## src/design/frontEndPkg.sv

```systemverilog
// Front end package
// Opcodes, table sizes and the payload structs that move through the fetch pipeline

`default_nettype none

package frontEndPkg;

    // Data and address width
    localparam int xlenBits = 32;

    localparam logic [xlenBits-1:0] pcStart = 32'h0000_0000;

    // RV32I opcodes and function codes kept by this front end
    localparam logic [6:0] opBranch = 7'b1100011;
    localparam logic [6:0] opJal    = 7'b1101111;

    localparam logic [2:0] funct3Beq = 3'b000;
    localparam logic [2:0] funct3Bne = 3'b001;

    // BTB geometry, index is PC[6:2] and tag is PC[31:7]
    localparam int btbEntries = 32;
    localparam int btbIdxBits = 5;
    localparam int btbTagBits = 25;

    // History length, also the PHT index width
    localparam int ghrBits = 5;

    // Weakly not taken
    localparam logic [1:0] counterInit = 2'b01;

    typedef logic [xlenBits-1:0] addr_t;

    // Prediction made in fetch, carried down to execute
    typedef struct packed {
        logic               taken;
        logic [ghrBits-1:0] phtIdx;
    } predMeta_t;

    typedef struct packed {
        logic [31:0] instr;
        addr_t       pc;
        predMeta_t   meta;
    } decodePayload_t;

    typedef struct packed {
        logic [6:0] op;
        logic [2:0] funct3;
        addr_t      pc;
        addr_t      imm;
        predMeta_t  meta;
    } executePayload_t;

    // Outcome of the branch or jal sitting in execute
    typedef struct packed {
        logic               valid;
        logic               isBranch;
        logic               taken;
        addr_t              pc;
        addr_t              target;
        logic [ghrBits-1:0] phtIdx;
    } resolveInfo_t;

endpackage

`default_nettype wire

```

## src/design/pcGenerator.sv

```systemverilog
// Fetch PC register
// Picks the redirect, the predicted target or the sequential PC on each enabled edge

`timescale 1ns/1ps
`default_nettype none

module pcGenerator (
    input  wire                  clk,
    input  wire                  reset,
    input  wire                  enable_i,
    input  wire                  redirect_i,
    input  wire frontEndPkg::addr_t redirectPc_i,
    input  wire                  predTaken_i,
    input  wire frontEndPkg::addr_t predTarget_i,
    output frontEndPkg::addr_t   pcF_o
);

    frontEndPkg::addr_t pcNext;
    frontEndPkg::addr_t pcPlus4;

    assign pcPlus4 = pcF_o + frontEndPkg::addr_t'(4);

    // Redirect from execute wins over the fetch prediction
    always_comb begin
        if (redirect_i) begin
            pcNext = redirectPc_i;
        end else if (predTaken_i) begin
            pcNext = predTarget_i;
        end else begin
            pcNext = pcPlus4;
        end
    end

    always_ff @(posedge clk) begin
        if (reset) begin
            pcF_o <= frontEndPkg::pcStart;
        end else if (enable_i) begin
            pcF_o <= pcNext;
        end
    end

endmodule

`default_nettype wire

```

## src/design/branchTargetBuffer.sv

```systemverilog
// Branch target buffer
// Direct-mapped, tagged; looked up in fetch and filled by taken resolutions

`timescale 1ns/1ps
`default_nettype none

module branchTargetBuffer (
    input  wire                          clk,
    input  wire                          reset,
    input  wire frontEndPkg::addr_t         pcF_i,
    output logic                         hit_o,
    output frontEndPkg::addr_t           target_o,
    input  wire frontEndPkg::resolveInfo_t  resolve_i
);

    localparam int idxHi = frontEndPkg::btbIdxBits + 1;
    localparam int tagLo = frontEndPkg::btbIdxBits + 2;

    logic [frontEndPkg::btbEntries-1:0] validBits;
    logic [frontEndPkg::btbTagBits-1:0] tagMem [frontEndPkg::btbEntries];
    frontEndPkg::addr_t                 targetMem [frontEndPkg::btbEntries];

    logic [frontEndPkg::btbIdxBits-1:0] rdIdx;
    logic [frontEndPkg::btbIdxBits-1:0] wrIdx;
    logic                               wrEn;

    // Lookup
    assign rdIdx    = pcF_i[idxHi:2];
    assign hit_o    = validBits[rdIdx] && (tagMem[rdIdx] == pcF_i[frontEndPkg::xlenBits-1:tagLo]);
    assign target_o = targetMem[rdIdx];

    // Taken branches and every jal allocate
    assign wrIdx = resolve_i.pc[idxHi:2];
    assign wrEn  = resolve_i.valid && resolve_i.taken;

    always_ff @(posedge clk) begin
        if (reset) begin
            validBits <= '0;
        end else if (wrEn) begin
            validBits[wrIdx] <= 1'b1;
        end
    end

    always_ff @(posedge clk) begin
        if (wrEn) begin
            tagMem[wrIdx]    <= resolve_i.pc[frontEndPkg::xlenBits-1:tagLo];
            targetMem[wrIdx] <= resolve_i.target;
        end
    end

endmodule

`default_nettype wire

```

## src/design/gsharePredictor.sv

```systemverilog
// Gshare direction predictor
// Global history XOR PC indexes a table of two-bit counters

`timescale 1ns/1ps
`default_nettype none

module gsharePredictor (
    input  wire                          clk,
    input  wire                          reset,
    input  wire frontEndPkg::addr_t         pcF_i,
    input  wire [6:0]                    opF_i,
    input  wire                          fetchAdvance_i,
    input  wire                          btbHit_i,
    input  wire                          mispredict_i,
    input  wire frontEndPkg::resolveInfo_t  resolve_i,
    output frontEndPkg::predMeta_t       meta_o
);

    localparam int histBits   = frontEndPkg::ghrBits;
    localparam int phtEntries = 2 ** histBits;

    logic [histBits-1:0] ghr;
    logic [1:0]          pht [phtEntries];

    logic [histBits-1:0] idx;
    logic                isBranchF;
    logic                isJalF;
    logic                predTaken;

    assign isBranchF = (opF_i == frontEndPkg::opBranch);
    assign isJalF    = (opF_i == frontEndPkg::opJal);

    assign idx = ghr ^ pcF_i[histBits+1:2];

    // Nothing is taken without a target, jal needs only the hit
    assign predTaken = btbHit_i && (isJalF || (isBranchF && pht[idx][1]));

    assign meta_o.taken  = predTaken;
    assign meta_o.phtIdx = idx;

    // History register
    always_ff @(posedge clk) begin
        if (reset || mispredict_i) begin
            ghr <= '0;
        end else if (fetchAdvance_i && isBranchF) begin
            ghr <= {ghr[histBits-2:0], predTaken};
        end
    end

    // Saturating counters, trained by resolved branches only
    always_ff @(posedge clk) begin
        if (reset) begin
            for (int i = 0; i < phtEntries; i++) begin
                pht[i] <= frontEndPkg::counterInit;
            end
        end else if (resolve_i.valid && resolve_i.isBranch) begin
            if (resolve_i.taken) begin
                if (pht[resolve_i.phtIdx] != 2'b11) begin
                    pht[resolve_i.phtIdx] <= pht[resolve_i.phtIdx] + 2'b01;
                end
            end else if (pht[resolve_i.phtIdx] != 2'b00) begin
                pht[resolve_i.phtIdx] <= pht[resolve_i.phtIdx] - 2'b01;
            end
        end
    end

endmodule

`default_nettype wire

```

## src/design/pipeStage.sv

```systemverilog
// Pipeline register
// Loads a bubble on reset or flush and holds its payload while disabled

`timescale 1ns/1ps
`default_nettype none

module pipeStage #(
    parameter type payload_t = logic
) (
    input  wire           clk,
    input  wire           reset,
    input  wire           enable_i,
    input  wire           flush_i,
    input  wire payload_t d_i,
    output payload_t      q_o
);

    // An all-zero payload decodes as no branch and no jal
    always_ff @(posedge clk) begin
        if (reset || flush_i) begin
            q_o <= '0;
        end else if (enable_i) begin
            q_o <= d_i;
        end
    end

endmodule

`default_nettype wire

```

## src/design/branchResolver.sv

```systemverilog
// Branch resolver
// Works out the real direction and target in execute and flags a mispredict

`timescale 1ns/1ps
`default_nettype none

module branchResolver (
    input  wire frontEndPkg::executePayload_t exec_i,
    input  wire frontEndPkg::addr_t           rs1Val_i,
    input  wire frontEndPkg::addr_t           rs2Val_i,
    output frontEndPkg::resolveInfo_t      resolve_o,
    output logic                           mispredict_o,
    output frontEndPkg::addr_t             redirectPc_o
);

    logic               isBranch;
    logic               isJal;
    logic               operandsEqual;
    logic               branchTaken;
    logic               actualTaken;
    frontEndPkg::addr_t target;
    frontEndPkg::addr_t pcPlus4;

    assign isBranch = (exec_i.op == frontEndPkg::opBranch);
    assign isJal    = (exec_i.op == frontEndPkg::opJal);

    // Equality compare stands in for the ALU zero flag
    assign operandsEqual = (rs1Val_i == rs2Val_i);

    always_comb begin
        case (exec_i.funct3)
            frontEndPkg::funct3Beq: branchTaken = operandsEqual;
            frontEndPkg::funct3Bne: branchTaken = !operandsEqual;
            default:                branchTaken = 1'b0;
        endcase
    end

    assign actualTaken = isJal || (isBranch && branchTaken);

    assign target  = exec_i.pc + exec_i.imm;
    assign pcPlus4 = exec_i.pc + frontEndPkg::addr_t'(4);

    assign resolve_o.valid    = isBranch || isJal;
    assign resolve_o.isBranch = isBranch;
    assign resolve_o.taken    = actualTaken;
    assign resolve_o.pc       = exec_i.pc;
    assign resolve_o.target   = target;
    assign resolve_o.phtIdx   = exec_i.meta.phtIdx;

    // Bubbles carry a not-taken prediction, so they never mispredict
    assign mispredict_o = resolve_o.valid && (actualTaken != exec_i.meta.taken);

    // Where fetch should have gone
    assign redirectPc_o = actualTaken ? target : pcPlus4;

endmodule

`default_nettype wire

```

## src/design/frontControl.sv

```systemverilog
// Front end control
// Stall and flush priority for the PC, decode and execute registers

`timescale 1ns/1ps
`default_nettype none

module frontControl (
    input  wire  clk,
    input  wire  reset,
    input  wire  stallF_i,
    input  wire  mispredict_i,
    output logic pcEnable_o,
    output logic fetchAdvance_o,
    output logic decodeEnable_o,
    output logic decodeFlush_o,
    output logic executeFlush_o
);

    // High in the cycle after a mispredict, when fetch sits on the redirect PC
    logic redirectLanded;

    always_ff @(posedge clk) begin
        if (reset) begin
            redirectLanded <= 1'b0;
        end else begin
            redirectLanded <= mispredict_i;
        end
    end

    // Mispredict overrides the stall
    assign pcEnable_o = mispredict_i || !stallF_i;

    assign decodeEnable_o = !stallF_i;
    assign decodeFlush_o  = mispredict_i;

    // A stalled decode leaves a bubble behind it in execute
    assign executeFlush_o = mispredict_i || stallF_i;

    // History only moves for an unstalled fetch outside the landing cycle
    assign fetchAdvance_o = !stallF_i && !redirectLanded;

endmodule

`default_nettype wire

```

## src/design/fetchFrontEnd.sv

```systemverilog
// Fetch front end top
// PC generation, BTB and gshare prediction, decode and execute registers and resolution

`timescale 1ns/1ps
`default_nettype none

module fetchFrontEnd (
    input  wire                       clk,
    input  wire                       reset,
    input  wire                       stallF_i,
    input  wire [31:0]                instrF_i,
    input  wire frontEndPkg::addr_t      rs1ValE_i,
    input  wire frontEndPkg::addr_t      rs2ValE_i,
    output frontEndPkg::addr_t        pcF_o,
    output logic                      mispredict_o,
    output frontEndPkg::addr_t        redirectPc_o,
    output frontEndPkg::resolveInfo_t resolve_o
);

    logic pcEnable;
    logic fetchAdvance;
    logic decodeEnable;
    logic decodeFlush;
    logic executeFlush;

    logic                  btbHit;
    frontEndPkg::addr_t    btbTarget;
    frontEndPkg::predMeta_t metaF;

    frontEndPkg::decodePayload_t  decodeD;
    frontEndPkg::decodePayload_t  decodeQ;
    frontEndPkg::executePayload_t executeD;
    frontEndPkg::executePayload_t executeQ;

    logic [31:0]        instrD;
    frontEndPkg::addr_t immD;

    frontControl frontControl_inst (
        .clk           (clk),
        .reset         (reset),
        .stallF_i      (stallF_i),
        .mispredict_i  (mispredict_o),
        .pcEnable_o    (pcEnable),
        .fetchAdvance_o(fetchAdvance),
        .decodeEnable_o(decodeEnable),
        .decodeFlush_o (decodeFlush),
        .executeFlush_o(executeFlush)
    );

    pcGenerator pcGenerator_inst (
        .clk         (clk),
        .reset       (reset),
        .enable_i    (pcEnable),
        .redirect_i  (mispredict_o),
        .redirectPc_i(redirectPc_o),
        .predTaken_i (metaF.taken),
        .predTarget_i(btbTarget),
        .pcF_o       (pcF_o)
    );

    branchTargetBuffer branchTargetBuffer_inst (
        .clk      (clk),
        .reset    (reset),
        .pcF_i    (pcF_o),
        .hit_o    (btbHit),
        .target_o (btbTarget),
        .resolve_i(resolve_o)
    );

    gsharePredictor gsharePredictor_inst (
        .clk           (clk),
        .reset         (reset),
        .pcF_i         (pcF_o),
        .opF_i         (instrF_i[6:0]),
        .fetchAdvance_i(fetchAdvance),
        .btbHit_i      (btbHit),
        .mispredict_i  (mispredict_o),
        .resolve_i     (resolve_o),
        .meta_o        (metaF)
    );

    // Fetch to decode
    assign decodeD.instr = instrF_i;
    assign decodeD.pc    = pcF_o;
    assign decodeD.meta  = metaF;

    pipeStage #(.payload_t(frontEndPkg::decodePayload_t)) decodeReg (
        .clk     (clk),
        .reset   (reset),
        .enable_i(decodeEnable),
        .flush_i (decodeFlush),
        .d_i     (decodeD),
        .q_o     (decodeQ)
    );

    // Immediate extraction, only B and J forms matter here
    assign instrD = decodeQ.instr;

    always_comb begin
        case (instrD[6:0])
            frontEndPkg::opBranch:
                immD = {{20{instrD[31]}}, instrD[7], instrD[30:25], instrD[11:8], 1'b0};
            frontEndPkg::opJal:
                immD = {{12{instrD[31]}}, instrD[19:12], instrD[20], instrD[30:21], 1'b0};
            default:
                immD = '0;
        endcase
    end

    assign executeD.op     = instrD[6:0];
    assign executeD.funct3 = instrD[14:12];
    assign executeD.pc     = decodeQ.pc;
    assign executeD.imm    = immD;
    assign executeD.meta   = decodeQ.meta;

    // Execute never holds, a stall turns into a bubble through the flush
    pipeStage #(.payload_t(frontEndPkg::executePayload_t)) executeReg (
        .clk     (clk),
        .reset   (reset),
        .enable_i(1'b1),
        .flush_i (executeFlush),
        .d_i     (executeD),
        .q_o     (executeQ)
    );

    branchResolver branchResolver_inst (
        .exec_i      (executeQ),
        .rs1Val_i    (rs1ValE_i),
        .rs2Val_i    (rs2ValE_i),
        .resolve_o   (resolve_o),
        .mispredict_o(mispredict_o),
        .redirectPc_o(redirectPc_o)
    );

endmodule

`default_nettype wire

```

## config.mk

```make
export PLATFORM = sky130hd
export DESIGN_NAME = fetchFrontEnd
export DESIGN_NICKNAME = d
export VERILOG_FILES = /design/src/design/frontEndPkg.sv /design/src/design/pcGenerator.sv /design/src/design/branchTargetBuffer.sv /design/src/design/gsharePredictor.sv /design/src/design/pipeStage.sv /design/src/design/branchResolver.sv /design/src/design/frontControl.sv /design/src/design/fetchFrontEnd.sv
export SDC_FILE = /design/constraint.sdc
export NUM_CORES = 2
export LEC_CHECK = 0
export ABC_AREA = 1
export BUFFER_PORTS_ARGS = -buffer_cell sky130_fd_sc_hd__buf_2
export CELL_PAD_IN_SITES_DETAIL_PLACEMENT = 0
export CELL_PAD_IN_SITES_GLOBAL_PLACEMENT = 1
export CORE_MARGIN = 2
export CORE_UTILIZATION = 50
export DETAILED_ROUTE_END_ITERATION = 12
export MAX_ROUTING_LAYER = met4
export PLACE_DENSITY = 0.9
export SYNTH_ARGS = -nofsm -noshare
export SYNTH_HDL_FRONTEND = slang
export SYNTH_SLANG_ARGS = --single-unit
```

## constraint.sdc

```tcl
create_clock -name clk -period 8 [get_ports clk]
set_input_delay 1.2 -clock clk [delete_from_list [all_inputs] [get_ports clk]]
set_output_delay 1.2 -clock clk [all_outputs]
set_load 0.05 [all_outputs]
```

# After elaboration in Yosys (flattened, before gate mapping)

Memories as Yosys holds them, arrays and structs flattened. A register that Yosys moved wholly into a read port is not among the register bits.
Cells that the tools add are included.

RAM bits: 1888
Input bits: 99
Output and inout port bits: 137
Register bits: 220
Memories kept: 3
Logic and storage cells: 94

Memory list:

| name                              | depth | width | rd ports | clocked after memory_dff | wr ports | RTL line                 | RTL |
|---|---|---|---|---|---|---|---|
| branchTargetBuffer_inst.targetMem | 32    | 32    | 1        | 1                        | 1        | branchTargetBuffer.sv:21 | `frontEndPkg::addr_t targetMem [frontEndPkg::btbEntries];` |
| branchTargetBuffer_inst.tagMem    | 32    | 25    | 1        | 1                        | 1        | branchTargetBuffer.sv:20 | `logic [frontEndPkg::btbTagBits-1:0] tagMem [frontEndPkg::btbEntries];` |
| gsharePredictor_inst.pht          | 32    | 2     | 2        | 1                        | 32       | gsharePredictor.sv:23    | `logic [1:0] pht [phtEntries];` |

Add/sub/neg operators: 5
Reduce and logical (&&, ||, !) cells: 23
Bitwise logic cells: 3
Eq/ne operators: 11
Magnitude comparators: 3
Multiplexer cells: 32

Operators with widths:

| operator                                                               | count |
|---|---|
| 32-bit 2-to-1 mux                                                      | 3 |
| 32-bit by 3-bit adder with 32-bit output (second input constant)       | 2 |
| 32-bit one-hot mux with 2 select lines                                 | 1 |
| 7-bit equality test (second input constant)                            | 6 |
| 32-bit adder                                                           | 1 |
| 32-bit equality test                                                   | 1 |
| 32-bit OR                                                              | 1 |
| 5-bit 2-to-1 mux                                                       | 6 |
| 25-bit equality test                                                   | 1 |
| 1-bit 2-to-1 mux                                                       | 17 |
| 5-bit by 6-bit < comparator with 1-bit output (second input constant)  | 2 |
| 1-bit logical AND                                                      | 10 |
| 1-bit logical OR                                                       | 7 |
| 1-bit binary-select mux with 5-bit select                              | 1 |
| 1-bit demux with 5-bit select                                          | 1 |
| 5-bit by 1-bit >= comparator with 1-bit output (second input constant) | 1 |
| 5-bit bitwise XOR                                                      | 1 |
| 2-bit 2-to-1 mux                                                       | 2 |
| 3-bit by 1-bit equality test with 1-bit output (second input constant) | 1 |
| 1-bit logical NOT                                                      | 3 |
| 3-bit logical NOT                                                      | 1 |
| 2-bit by 1-bit adder with 2-bit output (second input constant)         | 1 |
| 2-bit inequality test (second input constant)                          | 1 |
| 1-bit one-hot mux with 2 select lines                                  | 1 |
| other kinds (5)                                                        | 5 |

# Longest topological paths before layout

Word-level depth: 12
Gate-level depth with buffers: 25
Depth with buffers taken out: 22

# Cells and area by module

A second synthesis with hierarchy kept.

Cells, all modules: 8329
Area total of the unflattened synthesis: 90184.0 um^2

Modules (own cells, without submodules):

| module                 | times used | area an instance (um^2) | cells each | sequential area each (um^2) |
|---|---|---|---|---|
| branchTargetBuffer     | 1          | 73539.3                 | 5766       | 55413.1 |
| gsharePredictor        | 1          | 3951.3                  | 461        | 2021.9 |
| branchResolver         | 1          | 3803.6                  | 704        | 0.0 |
| pipeStage (executeReg) | 1          | 3280.6                  | 507        | 1601.5 |
| pipeStage (decodeReg)  | 1          | 2879.0                  | 444        | 1401.3 |
| pcGenerator            | 1          | 2329.7                  | 370        | 640.6 |
| fetchFrontEnd          | 1          | 347.8                   | 69         | 0.0 |
| frontControl           | 1          | 52.6                    | 8          | 20.0 |

# Worst setup path after synthesis

OpenSTA, ideal clock, no wires.

Kind: input -> register
Start: in rs1ValE_i[6]
End: mem branchTargetBuffer_inst.tagMem[11][0] (netlist name), enable pin
Buffers on the path: 2
Data required time: 7527 ps
Path slack: 2404 ps
Setup time: 473 ps
Cell stages on the path: 15
Arrival: 5123 ps
Cell sequence: inv_1 -> or2_2 -> nand3_1 -> nor2_1 -> nand2_1 -> nor2_1 -> nand2_1 -> o211ai_1 -> nand2_1 -> clkbuf_1 -> inv_1 -> clkbuf_1 -> nor2_1 -> inv_1 -> nor2_1

Cells in the longest elaborated chain, start to end: 8

RTL lines:

| item                                     | RTL line                 | RTL |
|---|---|---|
| start, declared                          | fetchFrontEnd.sv:12      | `input wire frontEndPkg::addr_t rs1ValE_i,` |
| 32-bit equality test *                   | branchResolver.sv:28     | `assign operandsEqual = (rs1Val_i == rs2Val_i);` |
| 1-bit logical NOT                        | branchResolver.sv:33     | `frontEndPkg::funct3Bne: branchTaken = !operandsEqual;` |
| 1-bit one-hot mux with 2 select lines *  | branchResolver.sv:31     | `case (exec_i.funct3)` |
| 1-bit logical AND *                      | branchResolver.sv:38     | `assign actualTaken = isJal \|\| (isBranch && branchTaken);` |
| 1-bit logical OR *                       | branchResolver.sv:38     |  |
| 1-bit logical AND *                      | branchTargetBuffer.sv:34 | `assign wrEn = resolve_i.valid && resolve_i.taken;` |
| 1-bit 2-to-1 mux *                       | branchTargetBuffer.sv:45 | `if (wrEn) begin` |
| 1-bit 2-to-1 mux (implied by the code) * | branchTargetBuffer.sv:46 | `tagMem[wrIdx] <= resolve_i.pc[frontEndPkg::xlenBits-1:tagLo];` |
| end, declared                            | branchTargetBuffer.sv:20 |  |

Mark *: on every way between the ends. The rest lies on a longest branch, timed or not.

# Final worst setup path

Start: reg executeReg.q_o[40] (netlist name)
End: out redirectPc_o[30]

Cells in the longest elaborated chain, start to end: 2
Elaborated cells on any way between the ends: 3
Classes of those cells: add/sub (2); mux (1)

RTL lines:

| item                                                                            | RTL line                                   | RTL |
|---|---|---|
| start, declared                                                                 | pipeStage.sv:15                            | `output payload_t q_o` |
| start signal, assigned                                                          | pipeStage.sv:23                            | `q_o <= d_i;` |
| 32-bit by 3-bit adder with 32-bit output / 32-bit adder (equally long branches) | branchResolver.sv:41, branchResolver.sv:40 |  |
| 32-bit 2-to-1 mux *                                                             | branchResolver.sv:54                       | `assign redirectPc_o = actualTaken ? target : pcPlus4;` |
| end, declared                                                                   | fetchFrontEnd.sv:16                        | `output frontEndPkg::addr_t redirectPc_o,` |

Marks and branches as above.

==> results.yml <==
status:
  status: "finished clean"
timing:
  finalMaxSlewViolations: 0
  rsz0062_at_grt: "false"
  tightest_slew_ns: 1.38
  fmaxAchievable_mhz: 154
  finalSetupTns_ns: 0
  finalHoldViolCount: 0
  period_share_pct: 81.2
  setup_viol: 0
  period_needed_ns: 6.50
  maxSlewHeadroom_pct: 7.90
  fin_hold_ws_ns: 0.439
  finClkSkew_ns: 0.0387
setup_path:
  cp-start-kind: "flip-flop"
  endpoint_kind: "output port"
  r2r_cells: 15
  required_ns: 6.80
  r2r_end: "pcGenerator_inst.pcF_o[31]$_SDFFE_PP0N_"
  worstPathArrival_ns: 5.30
  setup.worst_path.class: "reg -> out"
  r2r_slack_ns: 2.91
  crit_path_max_fanout: 8
logic_synthesis:
  synth_area_leaders: "edfxtp_1 65%, nand2_1 7.0%, nand3_1 5.4%"
  syn_nets: 7807
  synth_area_leader_cell: "edfxtp_1"
  synth_cell_types: 51
  avgSynthCellArea_um2: 11.4
  synth-seq-cells: 2101
  synth_async_sr_flop_share_pct: 0
  syn_area_um2: 87300
  syn_inst: 7672
  synth-edff-count: 1888
  synth_warnings: 0
  yosysMostFrequentCell: "edfxtp_1"
  yosysTopAreaCellShare_pct: 64.9
  netlist_top_cells_count: "1888 x edfxtp_1, 1628 x nand2_1, 937 x nand3_1, 852 x nor2_1, 579 x o21ai_0"
  ys_seq_area_share_pct: 69.8
  ys.flop_type: "edfxtp_1"
floorplanning:
  die_area_um2: 178000
  die_h_um: 422
  io_pins: 236
  core_um2: 174000
  initial_core_util_pct: 50.3
  std_cell_rows: 153
  die_x_um: 422
power:
  vdd_ir_drop_max_uv: 210
  power.density_nw_per_um2: 232
  power.total_mw: 22.5
  p_leak_nw: 34.6
route:
  drcViolationCount: 0
  vias_per_cell: 6.06
  wirelength_um: 269000
  ant_nets: 0
  first_iter_violations: 8481
  wire_per_inst_um: 26.4
  first_pass_iters: 8
  vias: 62000
grt:
  grt_pass1_wl_um: 392000
  grt.total_usage_pct: 30.7
  grt_pass1_vias: 59200
  grt_overflow: 0
  grt_max_degree: 184
  antenna_found_initial: 8
hold_path:
  min-delay-start: "decodeReg.q_o[24]$_SDFFE_PP0N_"
  hp-class: "reg -> reg"
  hold_depth: 2
  min_delay_worst_endpoint: "executeReg.q_o[56]$_SDFF_PP0_"
cells_and_area:
  drive_gt1_share_pct: 9.94
  nets: 7860
  nFillCells: 13900
  synthToLayoutAreaGrowth_pct: 11.2
clock_network:
  cts_setup_buffers: 0
  post_cts_resized: 0
  clk_pin_slew_ns: 0.06
  root_buffer: "clkbuf_16"
  cts_tree: "done"
  clkSinkCount: 2101
  cts_buffer_depth: 3
  htreeDepth: 4
  insertion_delay_ns: 0.85
  cts_buffers: 199
  hold_buffers: 0
job:
  max_cap_violations: 0
place:
  gp_routability_congestion: 0.956
  dp_hpwl_um: 158000
  io_buffer_count: 235
## registers in the layout, summed over array words and instances (netlist names), named ones only
signal,cells
branchTargetBuffer_inst.tagMem,800
branchTargetBuffer_inst.targetMem,1024
branchTargetBuffer_inst.validBits,32
decodeReg.q_o,70
executeReg.q_o,68
frontControl_inst.redirectLanded,1
gsharePredictor_inst.ghr,5
gsharePredictor_inst.pht,64
pcGenerator_inst.pcF_o,32
## how the worst max path moves through the flow
stage | end | startpoint
6_report | redirectPc_o[30] | executeReg.q_o[40]$_SDFF_PP0_
3_5_place_dp | branchTargetBuffer_inst.targetMem[23][30]$_DFFE_PP_ | rs2ValE_i[23]
3_3_place_gp | branchTargetBuffer_inst.targetMem[31][7]$_DFFE_PP_ | rs2ValE_i[23]
5_1_grt | redirectPc_o[30] | executeReg.q_o[40]$_SDFF_PP0_
4_1_cts | redirectPc_o[30] | executeReg.q_o[40]$_SDFF_PP0_
2_1_floorplan | branchTargetBuffer_inst.tagMem[11][0]$_DFFE_PP_ | rs1ValE_i[6]
## worst max-delay path: stages (launching register included)
cell     delay (ns)
dfxtp_1        0.53
ha_1           0.23
nand2_1        0.09
nor3_1         0.80
nand4_1        0.44
nor2_1         0.30
nand3_1        0.15
nor2_1         0.20
nand3_1        0.18
nor2_1         0.27
nand4_1        0.15
xnor2_1        0.46
nand2_1        0.10
nand2_1        0.13
buf_2          0.39
## power breakdown
group	switching [mW]	internal (mW)	total, mW
Combinational	0.967	0.328	1.30
Sequential	0.0349	11.9	11.9
Clock	4.03	5.30	9.33
Total	5.03	17.5	22.5
## routing by layer
metal / routed length (um) / vias up / global-route usage (%)
li1: - / 27400 / -
met1: 98400 / 30200 / 38.4
met2: 125000 / 3702 / 46.9
met3: 27000 / 737 / 5.05
met4: 19400 / 0 / 19.2
met5: 0 / - / -
## cells by family (layout without fill, tap and decap cells)
family	Yosys count	after routing	share of synthesized area [%]
AO/OA/AOI/OAI	1124	1124	7.88
XOR/XNOR	101	101	1.01
adder cells (fa/ha/maj)	36	36	0.525
buffers and inverters	796	1014	4.05
flip-flops	2101	2101	69.8
other	0	5	0
AND/OR/NAND/NOR	3514	3514	16.7
## placed cells by master (no fill, tap or decap), types with 20 or more instances in the layout
| master | netlist | routed |
|---|---|---|
| buf_2 | 134 | 234 |
| inv_1 | 234 | 230 |
| a22oi_1 | 38 | 38 |
| nor2_4 | 3 | 35 |
| clkbuf_16 | 0 | 202 |
| nand2_1 | 1628 | 1627 |
| clkinv_2 | 0 | 30 |
| xnor2_1 | 45 | 34 |
| clkinv_1 | 1 | 40 |
| nand4_1 | 20 | 20 |
| o21ai_0 | 579 | 579 |
| edfxtp_1 | 1888 | 1888 |
| buf_4 | 90 | 163 |
| nor3_1 | 42 | 42 |
| xor2_1 | 56 | 39 |
| dfxtp_1 | 213 | 208 |
| a211oi_1 | 64 | 64 |
| nor2_1 | 852 | 817 |
| o211ai_1 | 41 | 41 |
| o221ai_1 | 206 | 206 |
| nand3_1 | 937 | 937 |
| ha_1 | 35 | 35 |
| a21oi_1 | 121 | 121 |
| o22ai_1 | 34 | 34 |
| clkbuf_1 | 279 | 46 |
## stage by stage
stage,util (%),setup WS (ns),instance area [um^2],cells
final,55.9,1.50,97100,10200
after global routing,55.9,1.31,97100,10200
after CTS,55.9,1.56,97100,10200
after detailed placement,52.2,1.96,90700,9848
after global placement,52.2,1.89,90700,9848
after floorplan,-,2.40,87300,7672
## layout make-up
class	count	area (um^2)	area share, %
flip-flops and latches	2101	61000	62.8
repair buffers	407	2590	2.67
inverters	241	933	0.961
clock inverters	105	1000	1.03
diodes	5	12.5	0.0129
well taps	2325	2910	3.00
multi-input cells	4775	23300	24.0
clock buffers	261	5410	5.57
Note: power is estimated with default switching activity, not from simulation.
